<file path="src/verilog/lsu_defines.svh">
`ifndef LSU_DEFINES_SVH
`define LSU_DEFINES_SVH

// Byte address width on the core side and on the bus
`define LSU_ADDR_WIDTH 32

// Bus word width, strobe width is this divided by 8
`define LSU_DATA_WIDTH 32

// Data memory depth in words, indexed by address bits 11:2
`define LSU_MEM_WORDS 1024

`endif

</file>
<file path="src/verilog/lsu_pkg.sv">
`default_nettype none

package lsu_pkg;

    // RISC-V funct3 codes for loads and stores
    typedef enum logic [2:0] {
        LS_B  = 3'b000,
        LS_H  = 3'b001,
        LS_W  = 3'b010,
        LS_BU = 3'b100,
        LS_HU = 3'b101
    } ls_width_e;

    typedef enum logic {
        LS_LOAD  = 1'b0,
        LS_STORE = 1'b1
    } ls_kind_e;

endpackage

`default_nettype wire

</file>
<file path="src/verilog/lsu_load_result.sv">
`default_nettype none
`include "lsu_defines.svh"

module lsu_load_result (
    input  wire                         CLK,
    input  wire                         rstn,
    input  wire                         req,
    input  wire                         rsp_valid,
    input  wire lsu_pkg::ls_kind_e      rsp_kind,
    input  wire [`LSU_DATA_WIDTH-1:0]   rsp_word,
    input  wire [1:0]                   rsp_offset,
    input  wire lsu_pkg::ls_width_e     rsp_width,
    input  wire                         dec_misaligned,
    output logic                        done,
    output logic [`LSU_DATA_WIDTH-1:0]  load_data,
    output logic                        misaligned,
    output logic                        busy
);
    import lsu_pkg::*;

    localparam int DW = `LSU_DATA_WIDTH;

    logic [7:0]    sel_byte;
    logic [15:0]   sel_half;
    logic [DW-1:0] extended;
    logic          finish;

    assign finish   = rsp_valid || dec_misaligned;
    assign sel_byte = rsp_word[{rsp_offset, 3'b000} +: 8];
    assign sel_half = rsp_word[{rsp_offset[1], 4'b0000} +: 16];

    always_comb begin
        case (rsp_width)
            LS_B:    extended = {{(DW - 8){sel_byte[7]}}, sel_byte};
            LS_BU:   extended = {{(DW - 8){1'b0}}, sel_byte};
            LS_H:    extended = {{(DW - 16){sel_half[15]}}, sel_half};
            LS_HU:   extended = {{(DW - 16){1'b0}}, sel_half};
            default: extended = rsp_word;
        endcase
    end

    always_ff @(posedge CLK) begin
        if (rstn) begin
            busy       <= 1'b0;
            done       <= 1'b0;
            misaligned <= 1'b0;
        end else begin
            done       <= finish;
            misaligned <= dec_misaligned;
            // Same acceptance rule as decode
            if (req && !busy) begin
                busy <= 1'b1;
            end else if (finish) begin
                busy <= 1'b0;
            end
        end
    end

    // Stores and misaligned requests report zero
    always_ff @(posedge CLK) begin
        if (finish) begin
            load_data <= (rsp_valid && rsp_kind == LS_LOAD) ? extended : '0;
        end
    end

    a_done_pulse: assert property (@(posedge CLK) disable iff (rstn)
        done |=> !done);

endmodule

`default_nettype wire

</file>
<file path="config.mk">
export PLATFORM = sky130hd
export DESIGN_NAME = lsu_load_result
export DESIGN_NICKNAME = d
export VERILOG_FILES = /design/src/verilog/lsu_pkg.sv /design/src/verilog/lsu_load_result.sv
export VERILOG_INCLUDE_DIRS = /design/src /design/src/verilog
export SDC_FILE = /design/constraint.sdc
export NUM_CORES = 1
export LEC_CHECK = 0
export BUFFER_PORTS_ARGS = -buffer_cell sky130_fd_sc_hd__buf_2
export CORE_UTILIZATION = 53
export CTS_CLUSTER_DIAMETER = 60
export CTS_CLUSTER_SIZE = 8
export DETAILED_ROUTE_END_ITERATION = 10
export HOLD_SLACK_MARGIN = 0.08
export PLACE_DENSITY_LB_ADDON = 0.08
export SETUP_SLACK_MARGIN = 0.05
export SYNTH_ARGS = -nofsm -noshare
export SYNTH_HDL_FRONTEND = slang
export SYNTH_SLANG_ARGS = --single-unit
</file>
<file path="constraint.sdc">
create_clock -name CLK -period 4.6 [get_ports CLK]
set_clock_uncertainty 0.1 [all_clocks]
set_input_delay 0.69 -clock CLK [delete_from_list [all_inputs] [get_ports CLK]]
set_output_delay 0.69 -clock CLK [all_outputs]
set_load 0.01 [all_outputs]
</file>
==> flow_summary_export.csv <==
group,metric,value,unit
setup_path,reg2reg_setup_slack,3830,ps
routing,drt-wirelength-per-cell,15.2,um
finish,post_layout_instance_area,0.00257,sq mm
setup_path,worst_path_largest_cell_delay,520,ps
setup_path,timing.rr.end,"busy$_SDFFE_PP0P_",
sta,rsz0062_at_grt,"false",
clock_network,tritoncts.num_buffers,5,
grt,grt_most_used_layer,"met2",
grt,grt_antenna_before_repair,0,
floorplan,floorplan.die.height,65.3,um
setup_path,timing.critical_path.arrival,2010,ps
setup_path,worst_setup_path_end_kind,"flip-flop",
setup_path,setup.worst_path.start_class,"input port",
synth,synthesis.nets,247,
floorplan,placeable_core_region,0.00374,sq mm
routing,number_of_detailed_routing_iterations_run_before_antenna_repair,4,
sta,totalNegativeSetupSlack,0,ps
finish,syn2layout_area_growth,20.9,%
grt,groute.usage.overall,24.3,%
finish,antenna_cells_inserted,0,
floorplan,start_util,56.8,%
finish,design.final.nets,313,
routing,final_antenna_net_count,0,
clock_network,cts.reportedPaths.clkPinSlew,70,ps
synth,syn_area,0.00213,sq mm
run,drv.max_cap_violation_count,0,
place,place_ws,2240,ps
grt,use_met1,35.1,%
pwr,power.static_leakage,1.14,nW
floorplan,top_level_ports,78,
grt,grt_pass1_vias,1663,
clock_network,clk_path_buf_depth,2,
sta,slew-limit-headroom,19.2,%
setup_path,critical_path_class,"input port to flip-flop",
routing,drtIter0Drc,220,
clock_network,clock_latency,280,ps
synth,yosys_warnings,0,
sta,layout_min_cycle_time,2110,ps
setup_path,worstPathRequired,4500,ps
finish,regArea,0.00102,sq mm
grt,global_route.overflow_total,0,
clock_network,cts-hold-fix-buffers,0,
grt,largest_net_degree_at_the_start_of_global_routing,42,
sta,finalSetupViolCount,0,
synth,part_of_the_yosys_area_used_for_sequential_elements,48.0,%
setup_path,r2r_start,"busy$_SDFFE_PP0P_",
place,place.gp.congestion,0.849,
clock_network,cts_tree,"built",
finish,layout.cells.non_filler,319,
grt,grt_pass1_wl,7.79,mm
setup_path,cp_top_family,"simple AND/OR/NAND/NOR gates",
routing,vias,1885,
synth,ys_ff_latch,35,
clock_network,cts_sinks,35,
setup_path,worstSetupPathDepth,4,
run_status,status,"finished clean",
clock_network,cts-htree-levels,2,
setup_path,cpMaxStageDelayCell,"sky130_fd_sc_hd__buf_2",
synth,synthesis.instances,204,
setup_path,crit_fanout,41,
setup_path,setup.worst_path.start,"rsp_width[1]",
grt,grtUsageMet3,6.42,%
setup_path,r2r_cells,2,
grt,grt_use_met2,35.4,%
finish,area_of_the_multi_input_gates,985,sq um
sta,final-hold-violation-count,0,
clock_network,ctsResizeCount,0,
finish,layout.filler_cells,315,
floorplan,die_x,65.3,um
clock_network,cts.root.buffer_cell,"sky130_fd_sc_hd__clkbuf_8",
synth,async_flop_share,0,%
clock_network,post-cts-setup-buffer-count,0,
synth,netlist-cell-type-count,31,
setup_path,critPathBufInv,1,
routing,remaining_drc_errors,0,
place,placed_area,0.00247,sq mm
sta,drv_slew,0,
sta,finalCritPeriodShare,45.9,%
floorplan,die_area,0.00427,sq mm
place,detailedPlacementHpwl,3.45,mm
hold_path,hold_path.class,"flip-flop to flip-flop",
setup_path,setup_crit_end,"load_data[22]$_SDFFCE_PN0P_",
sta,worst_pin_slew,1210,ps
sta,clock.fmax,0.474,GHz
pwr,ir_drop,0.213,mV
synth,synth_enable_flop_cells,32,
place,placedCellCount,311,
pwr,power_density,301,mW/mm^2
sta,worst_slack,2490,ps
synth,syn_area_per_cell,10.4,sq um
floorplan,num_rows,22,
setup_path,worstPathCellList,"buf_2 -> nor2b_1 -> nand2_1 -> a31oi_1",
routing,wl,4.86,mm
finish,final_layout_size_suffix_gt1_share,36.2,%
place,numPortBuffers,77,
synth,postSynth.topFlopCell,"sky130_fd_sc_hd__edfxtp_1",
routing,detail_route.vias_per_cell,5.91,
sta,hold_ws,416,ps
## worst reg2reg max path, delay by kind of cell (launching register included)
family / cells / cell delay, ps
muxes: 1 / 180
and+or+nand+nor: 1 / 50
DFF: 1 / 340
## how the worst min path moves through the flow
stage / end / startpoint / cells after the start
2_1_floorplan: busy$_SDFFE_PP0P_ / busy$_SDFFE_PP0P_ / 2
3_3_place_gp: busy$_SDFFE_PP0P_ / busy$_SDFFE_PP0P_ / 2
3_5_place_dp: busy$_SDFFE_PP0P_ / busy$_SDFFE_PP0P_ / 2
4_1_cts: busy$_SDFFE_PP0P_ / busy$_SDFFE_PP0P_ / 2
5_1_grt: busy$_SDFFE_PP0P_ / busy$_SDFFE_PP0P_ / 2
6_report: busy$_SDFFE_PP0P_ / busy$_SDFFE_PP0P_ / 2
## power by group
part / total [mW] / switching, mW / internal, mW
clock: 0.241 / 0.104 / 0.137
combinational: 0.152 / 0.0904 / 0.0612
sequential: 0.382 / 0.00584 / 0.376
## Yosys cell counts (2+ instances only)
| cell | number | area, sq um |
|---|---|---|
| sky130_fd_sc_hd__a21o_1 | 17 | 128 |
| sky130_fd_sc_hd__nand3_1 | 16 | 80.1 |
| sky130_fd_sc_hd__nor2b_1 | 5 | 31.3 |
| sky130_fd_sc_hd__a211o_1 | 4 | 35.0 |
| sky130_fd_sc_hd__mux2_2 | 9 | 101 |
| sky130_fd_sc_hd__o21ai_0 | 2 | 10.0 |
| sky130_fd_sc_hd__a211oi_1 | 3 | 22.5 |
| sky130_fd_sc_hd__a21oi_1 | 4 | 20.0 |
| sky130_fd_sc_hd__mux2i_1 | 2 | 20.0 |
| sky130_fd_sc_hd__nand2b_1 | 9 | 56.3 |
| sky130_fd_sc_hd__inv_1 | 3 | 11.3 |
| sky130_fd_sc_hd__a31oi_1 | 17 | 106 |
| sky130_fd_sc_hd__o211a_1 | 4 | 40.0 |
| sky130_fd_sc_hd__dfxtp_1 | 3 | 60.1 |
| sky130_fd_sc_hd__nand4_1 | 14 | 87.6 |
| sky130_fd_sc_hd__edfxtp_1 | 32 | 961 |
| sky130_fd_sc_hd__o21a_1 | 4 | 30.0 |
| sky130_fd_sc_hd__buf_6 | 2 | 22.5 |
| sky130_fd_sc_hd__nand3b_1 | 6 | 45.0 |
| sky130_fd_sc_hd__clkbuf_1 | 8 | 30.0 |
| sky130_fd_sc_hd__nand2_1 | 20 | 75.1 |
| sky130_fd_sc_hd__buf_2 | 6 | 30.0 |
| sky130_fd_sc_hd__nor2_1 | 6 | 22.5 |
## cell type report
| type | count | area share [%] |
|---|---|---|
| multi-input cells | 147 | 38.3 |
| repair buffers | 78 | 15.3 |
| flip-flops and latches | 35 | 39.7 |
| well taps | 48 | 2.34 |
| clock buffers | 8 | 3.89 |
| inverters | 3 | 0.438 |
## logic make-up after synthesis
| kind of cell | Yosys count | share of synthesized area, % |
|---|---|---|
| AOI/OAI and AO/OA | 57 | 19.5 |
| muxes | 12 | 6.77 |
| DFF | 35 | 48.0 |
| and+or+nand+nor | 78 | 20.1 |
| buffers and inverters | 22 | 5.65 |
## metal layers
metal  routed length [um]  up-vias
met1                 2150      853
met2                 2170      111
met5                    0        -
met3                  493        6
li1                     -      915
met4                   51        0
## state kept, by name (all words and copies together) (netlist names)
signal / count
misaligned: 1
load_data: 32
busy: 1
done: 1
## placed cells by master, fill, tap and decap left out, drive strengths merged
| cell | instances |
|---|---|
| o21ai | 2 |
| a21o | 17 |
| nand3b | 6 |
| nand2b | 9 |
| mux4 | 1 |
| a211o | 4 |
| nand3 | 16 |
| buf | 78 |
| a221oi | 1 |
| inv | 3 |
| mux2 | 9 |
| or3b | 1 |
| clkbuf | 8 |
| nor2 | 6 |
| a211oi | 3 |
| a31oi | 17 |
| nand2 | 21 |
| o211a | 4 |
| edfxtp | 32 |
| a21oi | 4 |
| nand4 | 14 |
| o211ai | 1 |
| dfxtp | 3 |
| mux2i | 2 |
| nor2b | 5 |
| o21a | 4 |
## per-stage QoR
stage	power [mW]	util (%)
CTS	0.778	68.6
floorplan	0.483	-
global route	0.811	68.6
global placement	0.538	66.0
detailed placement	0.540	66.0
finish	0.774	68.6
No activity file was read; power rests on OpenSTA's default activity.
