$ cat src/verilog/lsu_defines.svh
`ifndef LSU_DEFINES_SVH
`define LSU_DEFINES_SVH

// Byte address width on the core side and on the bus
`define LSU_ADDR_WIDTH 32

// Bus word width, strobe width is this divided by 8
`define LSU_DATA_WIDTH 32

// Data memory depth in words, indexed by address bits 11:2
`define LSU_MEM_WORDS 1024

`endif

$ cat src/verilog/lsu_pkg.sv
`default_nettype none

package lsu_pkg;

    // RISC-V funct3 codes for loads and stores
    typedef enum logic [2:0] {
        LS_B  = 3'b000,
        LS_H  = 3'b001,
        LS_W  = 3'b010,
        LS_BU = 3'b100,
        LS_HU = 3'b101
    } ls_width_e;

    typedef enum logic {
        LS_LOAD  = 1'b0,
        LS_STORE = 1'b1
    } ls_kind_e;

endpackage

`default_nettype wire

$ cat src/verilog/lsu_decode.sv
`default_nettype none
`include "lsu_defines.svh"

module lsu_decode (
    input  wire                           CLK,
    input  wire                           rstn,
    input  wire                           req,
    input  wire lsu_pkg::ls_kind_e        req_kind,
    input  wire lsu_pkg::ls_width_e       req_width,
    input  wire [`LSU_ADDR_WIDTH-1:0]     req_addr,
    input  wire [`LSU_DATA_WIDTH-1:0]     req_wdata,
    input  wire                           busy,
    output logic                          dec_valid,
    output logic                          dec_misaligned,
    output lsu_pkg::ls_kind_e             dec_kind,
    output lsu_pkg::ls_width_e            dec_width,
    output logic [`LSU_ADDR_WIDTH-1:0]    dec_word_addr,
    output logic [`LSU_DATA_WIDTH/8-1:0]  dec_strb,
    output logic [`LSU_DATA_WIDTH-1:0]    dec_wdata,
    output logic [1:0]                    dec_offset
);
    import lsu_pkg::*;

    localparam int STRB_W = `LSU_DATA_WIDTH / 8;
    localparam logic [STRB_W-1:0] BYTE_MASK = 1;
    localparam logic [STRB_W-1:0] HALF_MASK = 3;

    logic                       accept;
    logic                       bad_align;
    logic [STRB_W-1:0]          strb;
    logic [`LSU_DATA_WIDTH-1:0] lane_data;

    // Requests arriving while busy are dropped
    assign accept = req && !busy;

    always_comb begin
        bad_align = 1'b0;
        strb      = '1;
        lane_data = req_wdata;
        case (req_width)
            LS_B, LS_BU: begin
                strb      = BYTE_MASK << req_addr[1:0];
                lane_data = {STRB_W{req_wdata[7:0]}};
            end
            LS_H, LS_HU: begin
                bad_align = req_addr[0];
                strb      = HALF_MASK << req_addr[1:0];
                lane_data = {(STRB_W / 2){req_wdata[15:0]}};
            end
            default: begin
                bad_align = (req_addr[1:0] != 2'b00);
            end
        endcase
    end

    always_ff @(posedge CLK) begin
        if (rstn) begin
            dec_valid      <= 1'b0;
            dec_misaligned <= 1'b0;
        end else begin
            dec_valid      <= accept && !bad_align;
            dec_misaligned <= accept && bad_align;
        end
    end

    always_ff @(posedge CLK) begin
        if (accept) begin
            dec_kind      <= req_kind;
            dec_width     <= req_width;
            dec_word_addr <= {req_addr[`LSU_ADDR_WIDTH-1:2], 2'b00};
            dec_strb      <= strb;
            dec_wdata     <= lane_data;
            dec_offset    <= req_addr[1:0];
        end
    end

    // An issued request always finds busy already set
    a_issue_sets_busy: assert property (@(posedge CLK) disable iff (rstn)
        (dec_valid || dec_misaligned) |-> busy);

endmodule

`default_nettype wire

$ cat config.mk
export PLATFORM = sky130hd
export DESIGN_NAME = lsu_decode
export DESIGN_NICKNAME = d
export VERILOG_FILES = /design/src/verilog/lsu_pkg.sv /design/src/verilog/lsu_decode.sv
export VERILOG_INCLUDE_DIRS = /design/src /design/src/verilog
export SDC_FILE = /design/constraint.sdc
export NUM_CORES = 1
export LEC_CHECK = 0
export ABC_AREA = 1
export BUFFER_PORTS_ARGS = -buffer_cell sky130_fd_sc_hd__clkbuf_2
export CORE_MARGIN = 5
export CORE_UTILIZATION = 47
export CTS_CLUSTER_DIAMETER = 40
export DETAILED_ROUTE_END_ITERATION = 10
export HOLD_SLACK_MARGIN = 0.05
export PLACE_DENSITY = 0.84
export SLEW_MARGIN = 10
export SYNTH_ARGS = -nofsm -noshare
export SYNTH_HDL_FRONTEND = slang
export SYNTH_SLANG_ARGS = --single-unit
export TNS_END_PERCENT = 30
$ cat constraint.sdc
create_clock -name CLK -period 8.7 [get_ports CLK]
set_clock_uncertainty 0.2 [all_clocks]
set_input_delay 1.74 -clock CLK [delete_from_list [all_inputs] [get_ports CLK]]
set_output_delay 1.74 -clock CLK [all_outputs]
set_load 0.02 [all_outputs]
==> impl_metrics.csv, run 1 <==
group,metric,value,unit
outcome,status,"complete, no violations",
pwr,irDropWorstVdd,0.0001086,V
cts,cts_num_sinks,74,
floorplan,coreArea,5507,sq um
floorplan,die_x,85.27,um
placed_design,post-place-ws,5.321,ns
pwr,p_clk_share,29.0,%
drt,drt_wl_total,6324,um
yosys,avgSynthCellArea,15.04,sq um
grt,grt_pass1_wl,9804,um
yosys,syn_area,2663,sq um
cts,cts_resized,0,
worst_setup_path,worstSetupStartpointType,"input pin",
yosys,syn_inst,177,
floorplan,start_util,48.35,%
grt,grt.met3_usage,6.019,%
timing,max_freq,332.1,MHz
final_layout,area_delta_synth_final,35.01,%
worst_setup_path,crit_required,8.57,ns
pwr,leakage,0.001637,uW
cts,cts-root-buf,"clkbuf_8",
job,maxCapViolations,0,
drt,routedWlPerCell,15.65,um
drt,first_pass_iters,4,
grt,grt_pass1_vias,1855,
floorplan,dieArea,7270,sq um
timing,period_share,34.62,%
grt,met1_usage,21.05,%
timing,tns,0,ns
worst_setup_path,worstPathArrival,2.89,ns
worst_setup_path,crit_start,"req_width[1]",
final_layout,final_common_cell,"clkbuf_2",
final_layout,fin_nets,400,
worst_setup_path,crit_buf_inv,2,
drt,vias,1891,
worst_setup_path,cp-endpoint,"dec_strb[2]",
pwr,powerDensity,204.7,nW/um^2
floorplan,ios,148,
grt,busiest_layer,"met2",
worst_setup_path,cp_max_fo,31,
worst_setup_path,critPathCaptureType,"register",
timing,final.setup.worst_slack,5.688,ns
placed_design,globalplace.congestion,0.8501,
worst_setup_path,worstPathCellList,"clkbuf_2 > inv_1 > nand3_1 > o21ai_0",
drt,viasPerCell,4.681,
placed_design,portBuffers,145,
grt,grt_use_total,18.01,%
cts,clock_path_buffers,2,
floorplan,die_h,85.27,um
yosys,yosys_warnings,0,
yosys,synth.distinct_cells,14,
timing,rsz0062_at_grt,"no",
timing,setup_viol,0,
grt,grt_use_met2,30.08,%
drt,antenna_left,0,
timing,worst_slew_pin_slew,0.8810,ns
pwr,seq_power_share,57.9,%
min_path,hold_path_class,"input pin to register",
timing,drv_slew,0,
worst_setup_path,critPathMaxStageDelay,0.47,ns
cts,cts_tree,"built",
cts,clk_pin_slew,0.08,ns
pwr,p_sw,184.6,uW
worst_setup_path,worst-path-stages,4,
pwr,combPwrFrac,13.1,%
grt,grt-ovfl-total,0,
pwr,swShare,25.09,%
timing,fin_crit,3.012,ns
final_layout,num_antenna_cells,0,
cts,post_cts_buffers,0,
worst_setup_path,slowest_stage,"clkbuf_2",
grt,antenna_found_initial,0,
worst_setup_path,crit_family,"buffers and inverters",
yosys,synth-seq-cells,74,
yosys,seq_area_frac_synth,82.71,%
drt,drtIter0Drc,106,
cts,cts_buffers,9,
pwr,intPower,551.1,uW
cts,cts_max_level,3,
final_layout,final_cell_mix,"clkbuf_2 (145), edfxtp_1 (72), nand2_1 (62), o21ai_0 (12)",
placed_design,dp_hpwl,4804,um
floorplan,rows,27,
timing,hold_viol_final,0,
drt,drc,0,
cts,cts_hold_buf,0,
timing,relSlewSlack,41.26,%
worst_setup_path,setup.worst_path.class,"input pin to register",
final_layout,drive_gt1_share,48.80,%
grt,grt_max_degree,74,
metal layers:
| layer | share of wire [%] | wire length (um) |
|---|---|---|
| met2 | 51 | 3196 |
| met1 | 38 | 2387 |
| met3 | 10 | 644 |
| met4 | 1.5 | 95 |
| met5 | 0 | 0 |
layout make-up:
class / instances / area, sq um
Sequential cell: 74 / 2202
Fill cell: 431 / 1912
Timing Repair Buffer: 146 / 733.2
Multi-Input combinational cell: 91 / 387.9
Clock buffer: 9 / 123.9
Tap cell: 72 / 90.09
Clock inverter: 6 / 35.03
Inverter: 6 / 22.52
kinds of logic after synthesis:
group / after synthesis / share of synthesized area, %
and+or+nand+nor: 75 / 11.37
DFF: 74 / 82.71
AOI/OAI and AO/OA: 14 / 2.632
buffers and inverters: 13 / 3.148
other: 1 / 0.1408
power by group through the flow:
stage | clock [uW] | combinational, uW | sequential [uW]
6_report | 213 | 96.2 | 426
5_1_grt | 239 | 104 | 429
4_1_cts | 221 | 97.8 | 427
3_5_place_dp | 0 | 97.7 | 434
3_3_place_gp | 0 | 95.3 | 433
2_1_floorplan | 0 | 21.6 | 467
Yosys cell counts:
| master | instances | area [sq um] |
|---|---|---|
| nor2_1 | 2 | 7.510 |
| a21oi_1 | 2 | 10.01 |
| inv_1 | 6 | 22.52 |
| edfxtp_1 | 72 | 2162 |
| buf_4 | 3 | 22.52 |
| nor2_4 | 1 | 11.26 |
| conb_1 | 1 | 3.750 |
| nand3_1 | 9 | 45.04 |
| nor2_2 | 1 | 6.260 |
| o21ai_0 | 12 | 60.06 |
| buf_2 | 1 | 5.000 |
| nand2_1 | 62 | 232.7 |
| dfxtp_1 | 2 | 40.04 |
| buf_6 | 3 | 33.78 |
per-stage QoR:
step	power [uW]	cells	util, %	hold slack (ns)	area, sq um
after floorplan	488.1	178	-	1.639	2666
after global placement	528.1	389	62.39	1.717	3436
after detailed placement	532.0	389	62.39	1.719	3436
after CTS	745.8	404	65.28	1.368	3595
after global routing	772.7	404	65.28	1.353	3595
final	735.7	404	65.28	1.386	3595
state kept, by name (all words and copies together), names as in the netlist:
register / cells
dec_misaligned: 1
dec_strb: 4
dec_word_addr: 30
dec_kind: 1
dec_valid: 1
dec_wdata: 32
dec_offset: 2
dec_width: 3
worst min path at each step:
stage | to | cells after the start | from
after floorplan | dec_kind | 0 | req_kind
after global placement | dec_width[2] | 1 | req_width[2]
after global routing | dec_word_addr[26] | 1 | req_addr[26]
after CTS | dec_word_addr[21] | 1 | req_addr[21]
final | dec_word_addr[21] | 1 | req_addr[21]
after detailed placement | dec_word_addr[5] | 1 | req_addr[5]
No activity file was read; power rests on OpenSTA's default activity.
==> run 2, diff against run 1 <==
--- a/config.mk
+++ b/config.mk
@@ -9,11 +9,11 @@
 export ABC_AREA = 1
 export BUFFER_PORTS_ARGS = -buffer_cell sky130_fd_sc_hd__clkbuf_2
 export CORE_MARGIN = 5
-export CORE_UTILIZATION = 47
+export CORE_UTILIZATION = 39
 export CTS_CLUSTER_DIAMETER = 40
 export DETAILED_ROUTE_END_ITERATION = 10
 export HOLD_SLACK_MARGIN = 0.05
-export PLACE_DENSITY = 0.84
+export PLACE_DENSITY = 0.75
 export SLEW_MARGIN = 10
 export SYNTH_ARGS = -nofsm -noshare
 export SYNTH_HDL_FRONTEND = slang
==> constraint.sdc (replaced) <==
create_clock -name CLK -period 2.7 [get_ports CLK]
set_clock_uncertainty 0.2 [all_clocks]
set_input_delay 0.54 -clock CLK [delete_from_list [all_inputs] [get_ports CLK]]
set_output_delay 0.54 -clock CLK [all_outputs]
set_load 0.02 [all_outputs]
==> impl_metrics.csv, run 2 (same netlist as run 1, synthesis figures left out) <==
group,metric,value,unit
outcome,status,"complete, no violations",
floorplan,rows,30,
grt,antenna_found_initial,0,
cts,post_cts_buffers,0,
worst_setup_path,cp_max_fo,1,
worst_setup_path,slowest_stage,"edfxtp_1",
min_path,hold_path_class,"input pin to register",
min_path,holdPathStages,1,
timing,period_share,61.07,%
cts,clock_path_buffers,2,
grt,grt_max_degree,74,
worst_setup_path,critPathMaxStageDelay,0.40,ns
final_layout,drive_gt1_share,49.10,%
grt,met1_usage,17.74,%
timing,drv_slew,0,
worst_setup_path,crit_buf_inv,1,
placed_design,globalplace.congestion,0.7118,
final_layout,regMostFlops,"dec_wdata",
worst_setup_path,worst-path-stages,1,
pwr,irDropWorstVdd,0.0002807,V
worst_setup_path,crit_family,"flip-flops",
final_layout,fin_nets,401,
pwr,seq_power_share,53.2,%
final_layout,num_antenna_cells,0,
drt,drc,0,
cts,clk_pin_slew,0.08,ns
placed_design,dp_hpwl,4853,um
timing,fin_crit,1.649,ns
pwr,combPwrFrac,12.2,%
final_layout,reg.largest.list,"dec_wdata (32), dec_word_addr (30), dec_strb (4)",
grt,grt.met3_usage,6.174,%
worst_setup_path,worstPathCellList,"clkbuf_2",
pwr,powerDensity,702.7,nW/um^2
pwr,intPower,1971,uW
pwr,swShare,23.69,%
floorplan,die_x,92.63,um
pwr,p_sw,611.6,uW
grt,grt_use_total,15.31,%
cts,cts_tree,"built",
timing,hold_ws,0.1763,ns
timing,setup_viol,0,
timing,max_freq,606.5,MHz
cts,cts_buffers,9,
floorplan,ios,148,
pwr,p_clk_share,34.6,%
worst_setup_path,setup.worst_path.class,"register to primary output",
drt,antenna_left,0,
grt,grt_pass1_vias,1974,
timing,rsz0062_at_grt,"no",
min_path,min_to,"dec_word_addr[16]",
grt,grt-ovfl-total,0,
floorplan,die_h,92.63,um
placed_design,portBuffers,145,
floorplan,dieArea,8579,sq um
drt,drtIter0Drc,69,
drt,routedWlPerCell,15.73,um
worst_setup_path,worstSetupStartpointType,"register",
drt,vias,1921,
cts,cts_resized,0,
final_layout,final_common_cell,"clkbuf_2",
timing,hold_viol_final,0,
cts,cts-root-buf,"clkbuf_8",
cts,cts_hold_buf,0,
grt,grt_use_met2,25.26,%
floorplan,coreArea,6719,sq um
min_path,min_from,"req_addr[16]",
cts,cts_max_level,3,
drt,drt_wl_total,6511,um
drt,viasPerCell,4.640,
final_layout,final_cell_mix,"clkbuf_2 (145), edfxtp_1 (72), nand2_1 (62), o21ai_0 (12)",
pwr,leakage,0.001665,uW
timing,tns,0,ns
final_layout,area_delta_synth_final,38.02,%
worst_setup_path,crit_required,1.96,ns
grt,busiest_layer,"met2",
worst_setup_path,critPathCaptureType,"primary output",
cts,cts_num_sinks,74,
final_layout,largest_reg_flops,32,
drt,first_pass_iters,4,
floorplan,start_util,39.63,%
job,maxCapViolations,0,
worst_setup_path,worstPathArrival,0.91,ns
grt,grt_pass1_wl,9832,um
## run 2: changes by cell type in the layout (fill, tap and decap cells not counted), sizes merged
| cell | delta |
|---|---|
| bufinv | +2 |
| buf | +1 |
| clkbuf | +1 |
| clkinvlp | +1 |
| clkinv | -3 |
## run 2: worst max-delay path by stage
stage                startpoint  slack [ns]          endpoint
2_1_floorplan               req        0.43          dec_kind
3_3_place_gp       req_width[1]        0.87       dec_strb[2]
3_5_place_dp       req_width[1]        0.75       dec_strb[2]
4_1_cts        dec_word_addr[8]        1.02  dec_word_addr[8]
5_1_grt             dec_strb[2]        1.01       dec_strb[2]
6_report       dec_word_addr[8]        1.05  dec_word_addr[8]
## run 2: cell type report
cell class              instances  area [sq um]
flip-flops and latches         74          2202
fillers                       563          3044
repair buffers                147         753.2
clock buffers                  10         127.6
inverters                       6         22.52
multi-input cells              91         387.9
clock inverters                 6         81.33
well taps                      80         100.1
## run 2: metal layers
| layer | wire, um | vias to the layer above |
|---|---|---|
| met5 | 0 | - |
| met4 | 60 | 0 |
| met3 | 741 | 9 |
| met2 | 3097 | 121 |
| met1 | 2612 | 866 |
| li1 | - | 925 |
## run 2: power by group through the flow
stage / registers (uW) / clock network (uW) / logic (uW)
6_report: 1370 / 894 / 314
5_1_grt: 1380 / 984 / 342
4_1_cts: 1370 / 926 / 319
3_5_place_dp: 1400 / 0 / 319
3_3_place_gp: 1400 / 0 / 313
2_1_floorplan: 1500 / 0 / 70.3
## run 2: stage by stage
step           instance area (sq um)  power, uW  std cells  utilization, %  setup WS, ns
6_report                        3675       2582        414           54.69         1.051
5_1_grt                         3675       2707        414           54.69         1.014
4_1_cts                         3675       2620        414           54.69         1.024
3_5_place_dp                    3466       1719        398           51.58        0.7463
3_3_place_gp                    3466       1711        398           51.58        0.8672
2_1_floorplan                   2674       1570        178               -        0.4335
