<file path="config.mk">
export PLATFORM = sky130hd
export DESIGN_NAME = lsu_bus_execute
export DESIGN_NICKNAME = d
export VERILOG_FILES = /design/src/verilog/lsu_pkg.sv /design/src/verilog/lsu_bus_execute.sv
export VERILOG_INCLUDE_DIRS = /design/src /design/src/verilog
export SDC_FILE = /design/constraint.sdc
export NUM_CORES = 1
export LEC_CHECK = 0
export BUFFER_PORTS_ARGS = -buffer_cell sky130_fd_sc_hd__buf_4
export CORE_MARGIN = 1
export CORE_UTILIZATION = 37
export DETAILED_ROUTE_END_ITERATION = 12
export PLACE_DENSITY = 0.76
export SKIP_CTS_REPAIR_TIMING = 1
export SYNTH_ARGS = -nofsm -noshare
export SYNTH_HDL_FRONTEND = slang
export SYNTH_SLANG_ARGS = --single-unit
</file>
<file path="constraint.sdc">
create_clock -name CLK -period 1.85 [get_ports CLK]
set_input_delay 0.37 -clock CLK [delete_from_list [all_inputs] [get_ports CLK]]
set_output_delay 0.37 -clock CLK [all_outputs]
set_load 0.03 [all_outputs]
</file>
<file path="src/verilog/lsu_defines.svh">
`ifndef LSU_DEFINES_SVH
`define LSU_DEFINES_SVH

// Byte address width on the core side and on the bus
`define LSU_ADDR_WIDTH 32

// Bus word width, strobe width is this divided by 8
`define LSU_DATA_WIDTH 32

// Data memory depth in words, indexed by address bits 11:2
`define LSU_MEM_WORDS 1024

`endif

</file>
<file path="src/verilog/lsu_pkg.sv">
`default_nettype none

package lsu_pkg;

    // RISC-V funct3 codes for loads and stores
    typedef enum logic [2:0] {
        LS_B  = 3'b000,
        LS_H  = 3'b001,
        LS_W  = 3'b010,
        LS_BU = 3'b100,
        LS_HU = 3'b101
    } ls_width_e;

    typedef enum logic {
        LS_LOAD  = 1'b0,
        LS_STORE = 1'b1
    } ls_kind_e;

endpackage

`default_nettype wire

</file>
<file path="src/verilog/lsu_bus_execute.sv">
`default_nettype none
`include "lsu_defines.svh"

module lsu_bus_execute (
    input  wire                           CLK,
    input  wire                           rstn,
    input  wire                           dec_valid,
    input  wire lsu_pkg::ls_kind_e        dec_kind,
    input  wire [`LSU_ADDR_WIDTH-1:0]     dec_word_addr,
    input  wire [`LSU_DATA_WIDTH/8-1:0]   dec_strb,
    input  wire [`LSU_DATA_WIDTH-1:0]     dec_wdata,
    input  wire [1:0]                     dec_offset,
    input  wire lsu_pkg::ls_width_e       dec_width,
    output logic [`LSU_ADDR_WIDTH-1:0]    LSU_AXI4_ARADDR,
    output logic                          LSU_AXI4_ARVALID,
    input  wire                           LSU_AXI4_ARREADY,
    input  wire [`LSU_DATA_WIDTH-1:0]     LSU_AXI4_RDATA,
    input  wire                           LSU_AXI4_RVALID,
    output logic                          LSU_AXI4_RREADY,
    output logic [`LSU_ADDR_WIDTH-1:0]    LSU_AXI4_AWADDR,
    output logic                          LSU_AXI4_AWVALID,
    input  wire                           LSU_AXI4_AWREADY,
    output logic [`LSU_DATA_WIDTH-1:0]    LSU_AXI4_WDATA,
    output logic [`LSU_DATA_WIDTH/8-1:0]  LSU_AXI4_WSTRB,
    output logic                          LSU_AXI4_WVALID,
    input  wire                           LSU_AXI4_WREADY,
    input  wire                           LSU_AXI4_BVALID,
    output logic                          LSU_AXI4_BREADY,
    output logic                          rsp_valid,
    output lsu_pkg::ls_kind_e             rsp_kind,
    output logic [`LSU_DATA_WIDTH-1:0]    rsp_word,
    output logic [1:0]                    rsp_offset,
    output lsu_pkg::ls_width_e            rsp_width
);
    import lsu_pkg::*;

    typedef enum logic [1:0] {
        ST_IDLE,
        ST_READ,
        ST_WRITE,
        ST_RESP
    } state_e;

    state_e                     state;
    logic [`LSU_ADDR_WIDTH-1:0] addr_q;
    logic                       start;

    assign start = (state == ST_IDLE) && dec_valid;

    // One address register serves both channels
    assign LSU_AXI4_ARADDR = addr_q;
    assign LSU_AXI4_AWADDR = addr_q;
    assign LSU_AXI4_RREADY = (state == ST_READ);
    assign LSU_AXI4_BREADY = (state == ST_WRITE);
    assign rsp_valid       = (state == ST_RESP);

    always_ff @(posedge CLK) begin
        if (rstn) begin
            state            <= ST_IDLE;
            LSU_AXI4_ARVALID <= 1'b0;
            LSU_AXI4_AWVALID <= 1'b0;
            LSU_AXI4_WVALID  <= 1'b0;
        end else begin
            case (state)
                ST_IDLE: begin
                    if (start && dec_kind == LS_LOAD) begin
                        LSU_AXI4_ARVALID <= 1'b1;
                        state            <= ST_READ;
                    end else if (start) begin
                        LSU_AXI4_AWVALID <= 1'b1;
                        LSU_AXI4_WVALID  <= 1'b1;
                        state            <= ST_WRITE;
                    end
                end
                ST_READ: begin
                    if (LSU_AXI4_ARVALID && LSU_AXI4_ARREADY) begin
                        LSU_AXI4_ARVALID <= 1'b0;
                    end
                    if (LSU_AXI4_RVALID) begin
                        state <= ST_RESP;
                    end
                end
                ST_WRITE: begin
                    // AW and W drop independently as each one transfers
                    if (LSU_AXI4_AWVALID && LSU_AXI4_AWREADY) begin
                        LSU_AXI4_AWVALID <= 1'b0;
                    end
                    if (LSU_AXI4_WVALID && LSU_AXI4_WREADY) begin
                        LSU_AXI4_WVALID <= 1'b0;
                    end
                    if (LSU_AXI4_BVALID) begin
                        state <= ST_RESP;
                    end
                end
                default: begin
                    state <= ST_IDLE;
                end
            endcase
        end
    end

    always_ff @(posedge CLK) begin
        if (start) begin
            addr_q         <= dec_word_addr;
            LSU_AXI4_WDATA <= dec_wdata;
            LSU_AXI4_WSTRB <= dec_strb;
            rsp_kind       <= dec_kind;
            rsp_offset     <= dec_offset;
            rsp_width      <= dec_width;
        end
        if (LSU_AXI4_RVALID && LSU_AXI4_RREADY) begin
            rsp_word <= LSU_AXI4_RDATA;
        end
    end

    a_ar_hold: assert property (@(posedge CLK) disable iff (rstn)
        LSU_AXI4_ARVALID && !LSU_AXI4_ARREADY |=>
            LSU_AXI4_ARVALID && $stable(LSU_AXI4_ARADDR));

    a_aw_hold: assert property (@(posedge CLK) disable iff (rstn)
        LSU_AXI4_AWVALID && !LSU_AXI4_AWREADY |=>
            LSU_AXI4_AWVALID && $stable(LSU_AXI4_AWADDR));

    a_w_hold: assert property (@(posedge CLK) disable iff (rstn)
        LSU_AXI4_WVALID && !LSU_AXI4_WREADY |=>
            LSU_AXI4_WVALID && $stable(LSU_AXI4_WDATA) && $stable(LSU_AXI4_WSTRB));

endmodule

`default_nettype wire

</file>
==> results of run 1 <==
## how the worst max path moves through the flow
stage | end | slack, ps | cells past startpoint
6_report | state[1] | 110 | 5
5_1_grt | state[1] | 30 | 5
4_1_cts | state[1] | 130 | 5
3_5_place_dp | state[1] | 150 | 5
3_3_place_gp | state[1] | 240 | 5
2_1_floorplan | rsp_word[0] | 130 | 3
## sequential cells by signal, summed over array words and instances, names as in the netlist
register          flops
LSU_AXI4_WDATA       32
rsp_kind              1
LSU_AXI4_ARADDR      32
rsp_offset            2
state                 2
LSU_AXI4_AWVALID      1
rsp_width             3
LSU_AXI4_ARVALID      1
rsp_word             32
LSU_AXI4_WVALID       1
LSU_AXI4_WSTRB        4
## through the flow
step                instance area [sq um]  cells  setup slack (ps)  util [%]  total power (W)
floorplan                            3780    181               133         -          0.00564
global placement                     5700    542               236      58.1          0.00676
detailed placement                   5700    542               152      58.1          0.00684
CTS                                  5890    557               132      60.0          0.00822
global route                         5890    557              31.3      60.0          0.00849
finish                               5890    557               106      60.0          0.00814
## worst reg2reg max path: stages (launching register included)
cell,delay (ps)
sky130_fd_sc_hd__dfxtp_1,450
sky130_fd_sc_hd__inv_1,100
sky130_fd_sc_hd__ha_1,290
sky130_fd_sc_hd__nor2b_4,170
sky130_fd_sc_hd__or4b_4,530
sky130_fd_sc_hd__o21ai_1,130
## metal layers
layer	part of all wire, %	vias up
li1	-	1120
met1	33	1134
met2	56	135
met3	9.3	16
met4	1.8	0
met5	0	-
## cells by family after synthesis
family	synth area share, %
AND/OR/NAND/NOR	3.31
buffers and inverters	6.75
AO/OA/AOI/OAI	1.49
flip-flops	86.8
adder cells (fa/ha/maj)	1.65
## power groups by stage
| stage | clock network (W) | logic [W] | registers [W] |
|---|---|---|---|
| after floorplan | 0 | 0.00101 | 0.00463 |
| after global placement | 0 | 0.00308 | 0.00368 |
| after detailed placement | 0 | 0.00313 | 0.00370 |
| after CTS | 0.00144 | 0.00313 | 0.00365 |
| after global routing | 0.00152 | 0.00327 | 0.00370 |
| final | 0.00138 | 0.00311 | 0.00365 |
## cell usage after synthesis
cell,instances,area (sq um)
sky130_fd_sc_hd__edfxtp_1,106,3180
sky130_fd_sc_hd__buf_4,32,240
sky130_fd_sc_hd__nand2_1,7,26.3
sky130_fd_sc_hd__dfxtp_1,5,100
sky130_fd_sc_hd__ha_1,5,62.6
sky130_fd_sc_hd__inv_1,4,15.0
sky130_fd_sc_hd__a31oi_1,3,18.8
sky130_fd_sc_hd__nand3_1,3,15.0
sky130_fd_sc_hd__a21oi_1,2,10.0
sky130_fd_sc_hd__o21ai_1,2,10.0
sky130_fd_sc_hd__and2_1,1,6.26
sky130_fd_sc_hd__and2_2,1,7.51
sky130_fd_sc_hd__nand2b_1,1,6.26
sky130_fd_sc_hd__nand4b_1,1,8.76
sky130_fd_sc_hd__nor2_1,1,3.75
sky130_fd_sc_hd__nor2b_1,1,6.26
sky130_fd_sc_hd__nor2b_2,1,8.76
sky130_fd_sc_hd__nor2b_4,1,13.8
sky130_fd_sc_hd__o311ai_0,1,8.76
sky130_fd_sc_hd__o311ai_1,1,8.76
sky130_fd_sc_hd__or3b_1,1,8.76
sky130_fd_sc_hd__or4b_4,1,13.8
## layout make-up
type | count | area [sq um]
sequential | 111 | 3280
fill | 766 | 3930
tap | 133 | 166
clock buffer | 10 | 128
clock inverter | 5 | 58.8
inverter | 4 | 15.0
multi-input combinational | 34 | 246
timing repair buffer | 260 | 1990
==> impl.org, run 1 <==
** Run status
- Run status :: complete, no violations

** GRT
- Global routing met1 resource utilization :: around 14%
- Total GRT Usage :: between 10% and 20%
- Antenna violations before repair :: 0
- Vias in the first global route :: about 2300
- Global-route layer with the greatest usage :: met2
- Fraction of met2 tracks used by global routing :: between 20% and 30%
- Entering global routing, the biggest net connects 39 pins.
- Overflow left after global routing :: 0
- The first global-routing pass estimated ~11000 microns of wire.
- For met3 alone, demand over resource in global routing was 6.24%.

** STA
- Setup repair after global routing left no endpoint under its margin.
- At the pin with the least slew margin, the transition time is around 420 ps.
- Worst slew margin relative to its limit :: between 70% and 80%
- After routing, the total negative slack on setup checks comes to 0 ps.
- Fin Clk Skew :: around 6.1 ps
- Number of hold violations in the final report :: 0
- Final min period :: roughly 1700 ps
- Final hold analysis gives a worst-case slack of about 180 ps.
- Setup violations remaining at the end of the flow were counted as 0.
- The number of slew-limit violations in the final report came to 0.
- Derived from the worst setup path, the maximum achievable clock frequency is around 570 MHz.
- Ratio of final minimum period to clock period :: 94.3%

** Hold path
- For hold timing, the worst endpoint is LSU_AXI4_WDATA[21].
- HP Start :: dec_wdata[21]
- Count of cells along the worst hold path :: 1
- Classification of the worst-slack hold path :: in2reg

** Die
- Overall die height :: between 100 and 150 microns
- Die area :: roughly 11000 sq um
- Die boundary width :: between 100 and 150 microns
- The floorplan has 36 rows.
- Starting utilization of the core area :: between 30% and 40%
- Standard cell core area :: about 9800 sq um
- Number of placed I/O pins :: between 200 and 300

** Logic synthesis
- The average instance in the mapped netlist occupies 20.9 sq um.
- Share of synthesized area occupied by flip-flops and latches :: between 80% and 90%
- Counting every net in the synthesized netlist gives 300.
- Unique cell type count in the Yosys netlist :: 22
- During synthesis, Yosys emitted a total of 0 warnings.
- After technology mapping, the gate count stands at 181.
- #FFs+latches synth :: 111
- Area of the mapped netlist :: 3780 sq um

** Setup path
- The critical path goes through inv_1 > ha_1 > nor2b_4 > or4b_4 > o21ai_1.
- For the worst setup path, the data arrival time is around 2000 ps.
- For this run, the slowest stage of the critical path takes approximately 530 ps.
- Worst R2R End :: state[1]
- Worst reg2reg path startpoint :: state[1]
- Class of the most critical setup path :: reg2reg
- Critical Path Fanout Max :: 8
- The number of buffers and inverters on the critical path is 1.
- Worst path slowest cell :: sky130_fd_sc_hd__or4b_4
- STA classifies the critical path startpoint as a flop.
- Across all register-to-register paths, the minimum setup slack is about 110 ps.
- At the worst endpoint, the required time is roughly 2200 ps.
- Top cell family by delay on the critical path :: simple AND/OR/NAND/NOR gates
- Worst Setup End Kind :: flop
- Counting cells, the worst reg-to-reg path comes to 5.
- The most critical setup path has its startpoint at state[1].

** CTS
- Clock latency on the worst-skew pair, taken at its later pin, is roughly 360 ps.
- For this design, the sink count on the clock tree is around 110.
- Clock transition at the registers of the reported paths :: 100 ps
- The clock tree synthesis step divided the H-tree into 3 levels.
- Clock tree synthesis inserted a total of 9 buffers.
- Root buffer cell :: sky130_fd_sc_hd__clkbuf_8
- Maximum buffer depth of the clock tree :: 2
- Clock tree from TritonCTS :: built

** Pwr
- Sequential cells account for 44.8% of the total power.
- Of the total power, combinational logic draws around two fifths.
- Maximum ir drop on the vdd rail :: about 0.70 mV
- Dividing total power by cell area gives a power density of ~1400 nW/um^2.
- Leakage :: around 2.5 nW
- Internal :: approximately 0.0052 W
- Net switching share of the total power :: a little over a third
- In this run, the clock network consumes approximately 17% of the power.
- For this design the total switching power over the nets is between 0.002 and 0.003 W.

** Route
- Average wire per cell in the routed design :: between 15 and 20 microns
- Detailed Routing Iterations Pass 1 :: 4
- For this block, the routed nets add up to 8680 microns of wire.
- In the routed design, unresolved DRC markers number 0.
- Via count :: between 2000 and 2500
- Post-detailed-route count of antenna-violating nets :: 0
- Number of DRC violations after detailed-routing iteration 0 :: 46
- Detailed-route vias per instance :: 4.32

** Placement
- Routability congestion estimate :: between 0.7 and 0.8
- Number of buffers inserted by port buffering :: approximately 260
- The wire-length estimate of the detail-placed layout is between 6000 and 7000 microns.

** Flow run
- Max-cap violations in this run came to 0.

** Cells and area
- Compared with the post-synthesis result, the final layout area differs by 55.6%.
- Leaving out fill and tap cells, the most frequent cells in the layout are 257 x sky130_fd_sc_hd__buf_4, 106 x sky130_fd_sc_hd__edfxtp_1, 9 x sky130_fd_sc_hd__clkbuf_8, 7 x sky130_fd_sc_hd__nand2_1.
- The library cell used most frequently in the layout, excluding fill and tap cells, is sky130_fd_sc_hd__buf_4.
- In the final layout, the share of cells above drive strength 1 is between 60% and 70%.
- 0 antenna diodes ended up in the layout.
- At the end of the flow, the number of nets in the layout was between 500 and 600.
No activity file was read; power rests on OpenSTA's default activity.
==> run 2: changes to the inputs <==
==> constraint.sdc (replaced) <==
create_clock -name CLK -period 1.85 [get_ports CLK]
set_input_delay 0.185 -clock CLK [delete_from_list [all_inputs] [get_ports CLK]]
set_output_delay 0.185 -clock CLK [all_outputs]
set_load 0.03 [all_outputs]
==> run 2 against run 1 <==
  * Utilization is 11 points higher
  * Sequential power about the same
  * Design area rose by 18%
  * Total power increased by 5.0%
  * Routed wire length up 25%
  * Via count increased by 20%
  * Critical path depth is the same
  * Non-clock buffer count up 105
  * Fmax decreased by 1.9%
  * Worst hold slack got worse by 150 ps
  * Global-route usage is 0.17 points lower
  * First-iteration DRC count up 70%
  * Critical path type unchanged
  * Critical endpoint unchanged
==> impl.org, run 2 (synthesized netlist as in run 1, its figures left out) <==
** Cells and area
- Most used cells in the layout excluding fill and tap cells :: 257 x sky130_fd_sc_hd__buf_4, 106 x sky130_fd_sc_hd__edfxtp_1, 105 x sky130_fd_sc_hd__dlygate4sd3_1, 9 x sky130_fd_sc_hd__clkbuf_8, 7 x sky130_fd_sc_hd__nand2_1
- Area growth from synthesis to final layout :: 84.2%
- Fraction of final layout cells with drive strength greater than 1 :: between 50% and 60%
- Most common library cell in the layout ignoring fill and taps :: sky130_fd_sc_hd__buf_4
- The number of antenna diodes in the final layout is 0.
- In the final design database the tool counted 644 nets.
- After filler insertion, the fill cell instance count of the layout stands at 628.

** Die
- After floorplanning, the core was divided into 36 placement rows.
- Once the floorplan was initialized, standard cells occupied 38.5% of the core.
- Die area :: between 10000 and 15000 sq um
- Standard cell core area :: about 10000 sq um
- The floorplan step set the die width to slightly above 100 microns.
- The floorplan step set the die height to 103 microns.
- Number of placed I/O pins :: between 200 and 300

** Run status
- Run status :: complete, no violations

** GRT
- For this run, global-route usage on met1 was measured as 14.1%.
- Vias in the first global route :: 2235
- Met3 usage :: between 6 and 7%
- Global-route layer with the greatest usage :: met2
- Fraction of met2 tracks used by global routing :: 27.8%
- Total GRT Usage :: between 10 and 15%
- Entering global routing, the biggest net connects 38 pins.
- The first global-routing pass estimated 11200 microns of wire.
- The number of antenna violations at the first check in global routing is 0.
- Overflow left after global routing :: 0

** Setup path
- The number of buffers and inverters on the critical path is 1.
- Signal arrival time at the worst endpoint :: about 2100 ps
- Measured in cells, the most critical reg-to-reg path has a length of 5.
- Worst Path Required :: about 2200 ps
- In this run the register-to-register setup slack is a little over 70 ps.
- Walking the worst path, the cells encountered are inv_1 > ha_1 > nor2b_4 > or4b_4 > o21ai_1.
- Worst reg2reg path startpoint :: state[0]
- Critical Path Fanout Max :: 8
- Slowest Stage Delay on Critical Path :: between 500 and 600 ps
- Class of the most critical setup path :: reg2reg
- Grouping stages by cell kind, the critical path spends the most delay in simple AND/OR/NAND/NOR gates.
- Startpoint type of the worst setup path :: flop
- The worst setup path is captured at a flop.
- Worst path slowest cell :: sky130_fd_sc_hd__or4b_4
- Counting buffers and inverters, the worst setup path is 5 cells deep.
- Worst R2R End :: state[1]

** Route
- For this block, the initial DRC count from the detailed router was 78.
- The first TritonRoute pass finished after 4 iterations.
- The detail route stage leaves a number of antenna-violating nets equal to 0.
- Total wire length after detailed routing :: 10900 microns
- Via count :: 2898
- Average wire per cell in the routed design :: about 16 microns
- Detailed-route vias per instance :: about 4.4
- Count of unresolved DRC violations after routing :: 0

** Flow run
- Max-cap violations :: 0

** STA
- Number of setup violations in the final report :: 0
- Headroom to the max-slew limit came out at between 70% and 80%.
- Timing would allow up to ~560 MHz.
- For the pin with the worst max-slew slack, the measured transition is between 300 and 400 ps.
- Hold_ws :: 23.7 ps
- The final critical path takes up a little over nine tenths of the cycle.
- Number of hold violations in the final report :: 0
- Final min period :: roughly 1800 ps
- TNS Setup :: 0 ps
- Fin Clk Skew :: around 19 ps
- Number of max-slew violations in the final report :: 0
- Setup repair after global routing left no endpoint under its margin.

** Hold path
- Count of cells along the worst hold path :: 2
- In this run the worst hold path is classified as in2reg.
- End point of the most critical hold path :: LSU_AXI4_ARVALID
- The startpoint identified for the worst hold timing path is rstn.

** CTS
- Root buffer cell :: sky130_fd_sc_hd__clkbuf_8
- Source-to-sink clock delay at the later pin of the worst-skew pair :: around 360 ps
- # clock sinks :: 111
- TritonCTS built the clock tree.
- H-tree level count :: 3
- TritonCTS Buffers :: 9
- After clock tree synthesis, the clock-pin slew on the worst setup and hold paths is 110 ps.
- The clock passes through at most 2 buffers.

** Pwr
- Register share of total power :: between 40% and 50%
- Combinational logic is responsible for 38.9% of the overall power.
- Net switching share of the total power :: a little over a third
- Internal :: roughly 0.0055 W
- Summed over all cells, the static leakage comes to slightly below 3 nW.
- NetSw :: 0.00308 W
- Maximum ir drop on the vdd rail :: between 0.9 and 1 mV
- Proportion of power drawn by the clock network :: between 10% and 20%
- Power per Cell Area :: 1230 nW/um^2

** Placement
- In this run the tool buffered the top-level ports with 257 buffer cells.
- Detailed placer's ending HPWL :: ~6700 microns
- Routability-driven placement finished with a final weighted congestion of about 0.81.
[run 2: power groups by stage]
stage / combinational, W / sequential (W) / clock [W]
6_report: 0.00332 / 0.00367 / 0.00156
5_1_grt: 0.00348 / 0.00372 / 0.00169
4_1_cts: 0.00312 / 0.00365 / 0.00158
3_5_place_dp: 0.00312 / 0.00370 / 0
3_3_place_gp: 0.00308 / 0.00368 / 0
2_1_floorplan: 0.00101 / 0.00463 / 0
[run 2: layer usage]
layer  up-vias  wire [microns]
li1       1335               -
met1      1380            3600
met2       162            6230
met3        21             812
met4         0             221
met5         -               0
[run 2: layout make-up]
cell class	count	area [sq um]	share of cell area [%]
Clock buffer	12	135	1.94
Clock inverter	4	78.8	1.13
Inverter	4	15.0	0.216
Multi-Input combinational cell	34	246	3.54
Sequential cell	111	3280	47.1
Tap cell	133	166	2.39
Timing Repair Buffer	365	3040	43.7
[run 2: worst max-delay path by stage]
stage,start,endpoint,slack [ps]
3_3_place_gp,state[0],state[1],240
3_5_place_dp,state[0],state[1],150
5_1_grt,state[0],state[1],20
6_report,state[0],state[1],70
2_1_floorplan,state[1],rsp_word[0],130
4_1_cts,state[0],state[1],140
[run 2: worst register-to-register path, stage by stage (launching register included)]
cell and delay [ps]:
sky130_fd_sc_hd__dfxtp_1 440, sky130_fd_sc_hd__inv_1 110, sky130_fd_sc_hd__ha_1 310, sky130_fd_sc_hd__nor2b_4 180
sky130_fd_sc_hd__or4b_4 540, sky130_fd_sc_hd__o21ai_1 150
[run 2: through the flow]
step	power, W	instance area [sq um]	std cells	utilization [%]	setup slack [ps]
2_1_floorplan	0.00564	3780	181	-	133
3_3_place_gp	0.00676	5700	542	58.1	239
3_5_place_dp	0.00682	5700	542	58.1	148
4_1_cts	0.00835	5910	558	60.2	135
5_1_grt	0.00889	6970	663	70.9	17.9
6_report	0.00854	6970	663	70.9	71.8
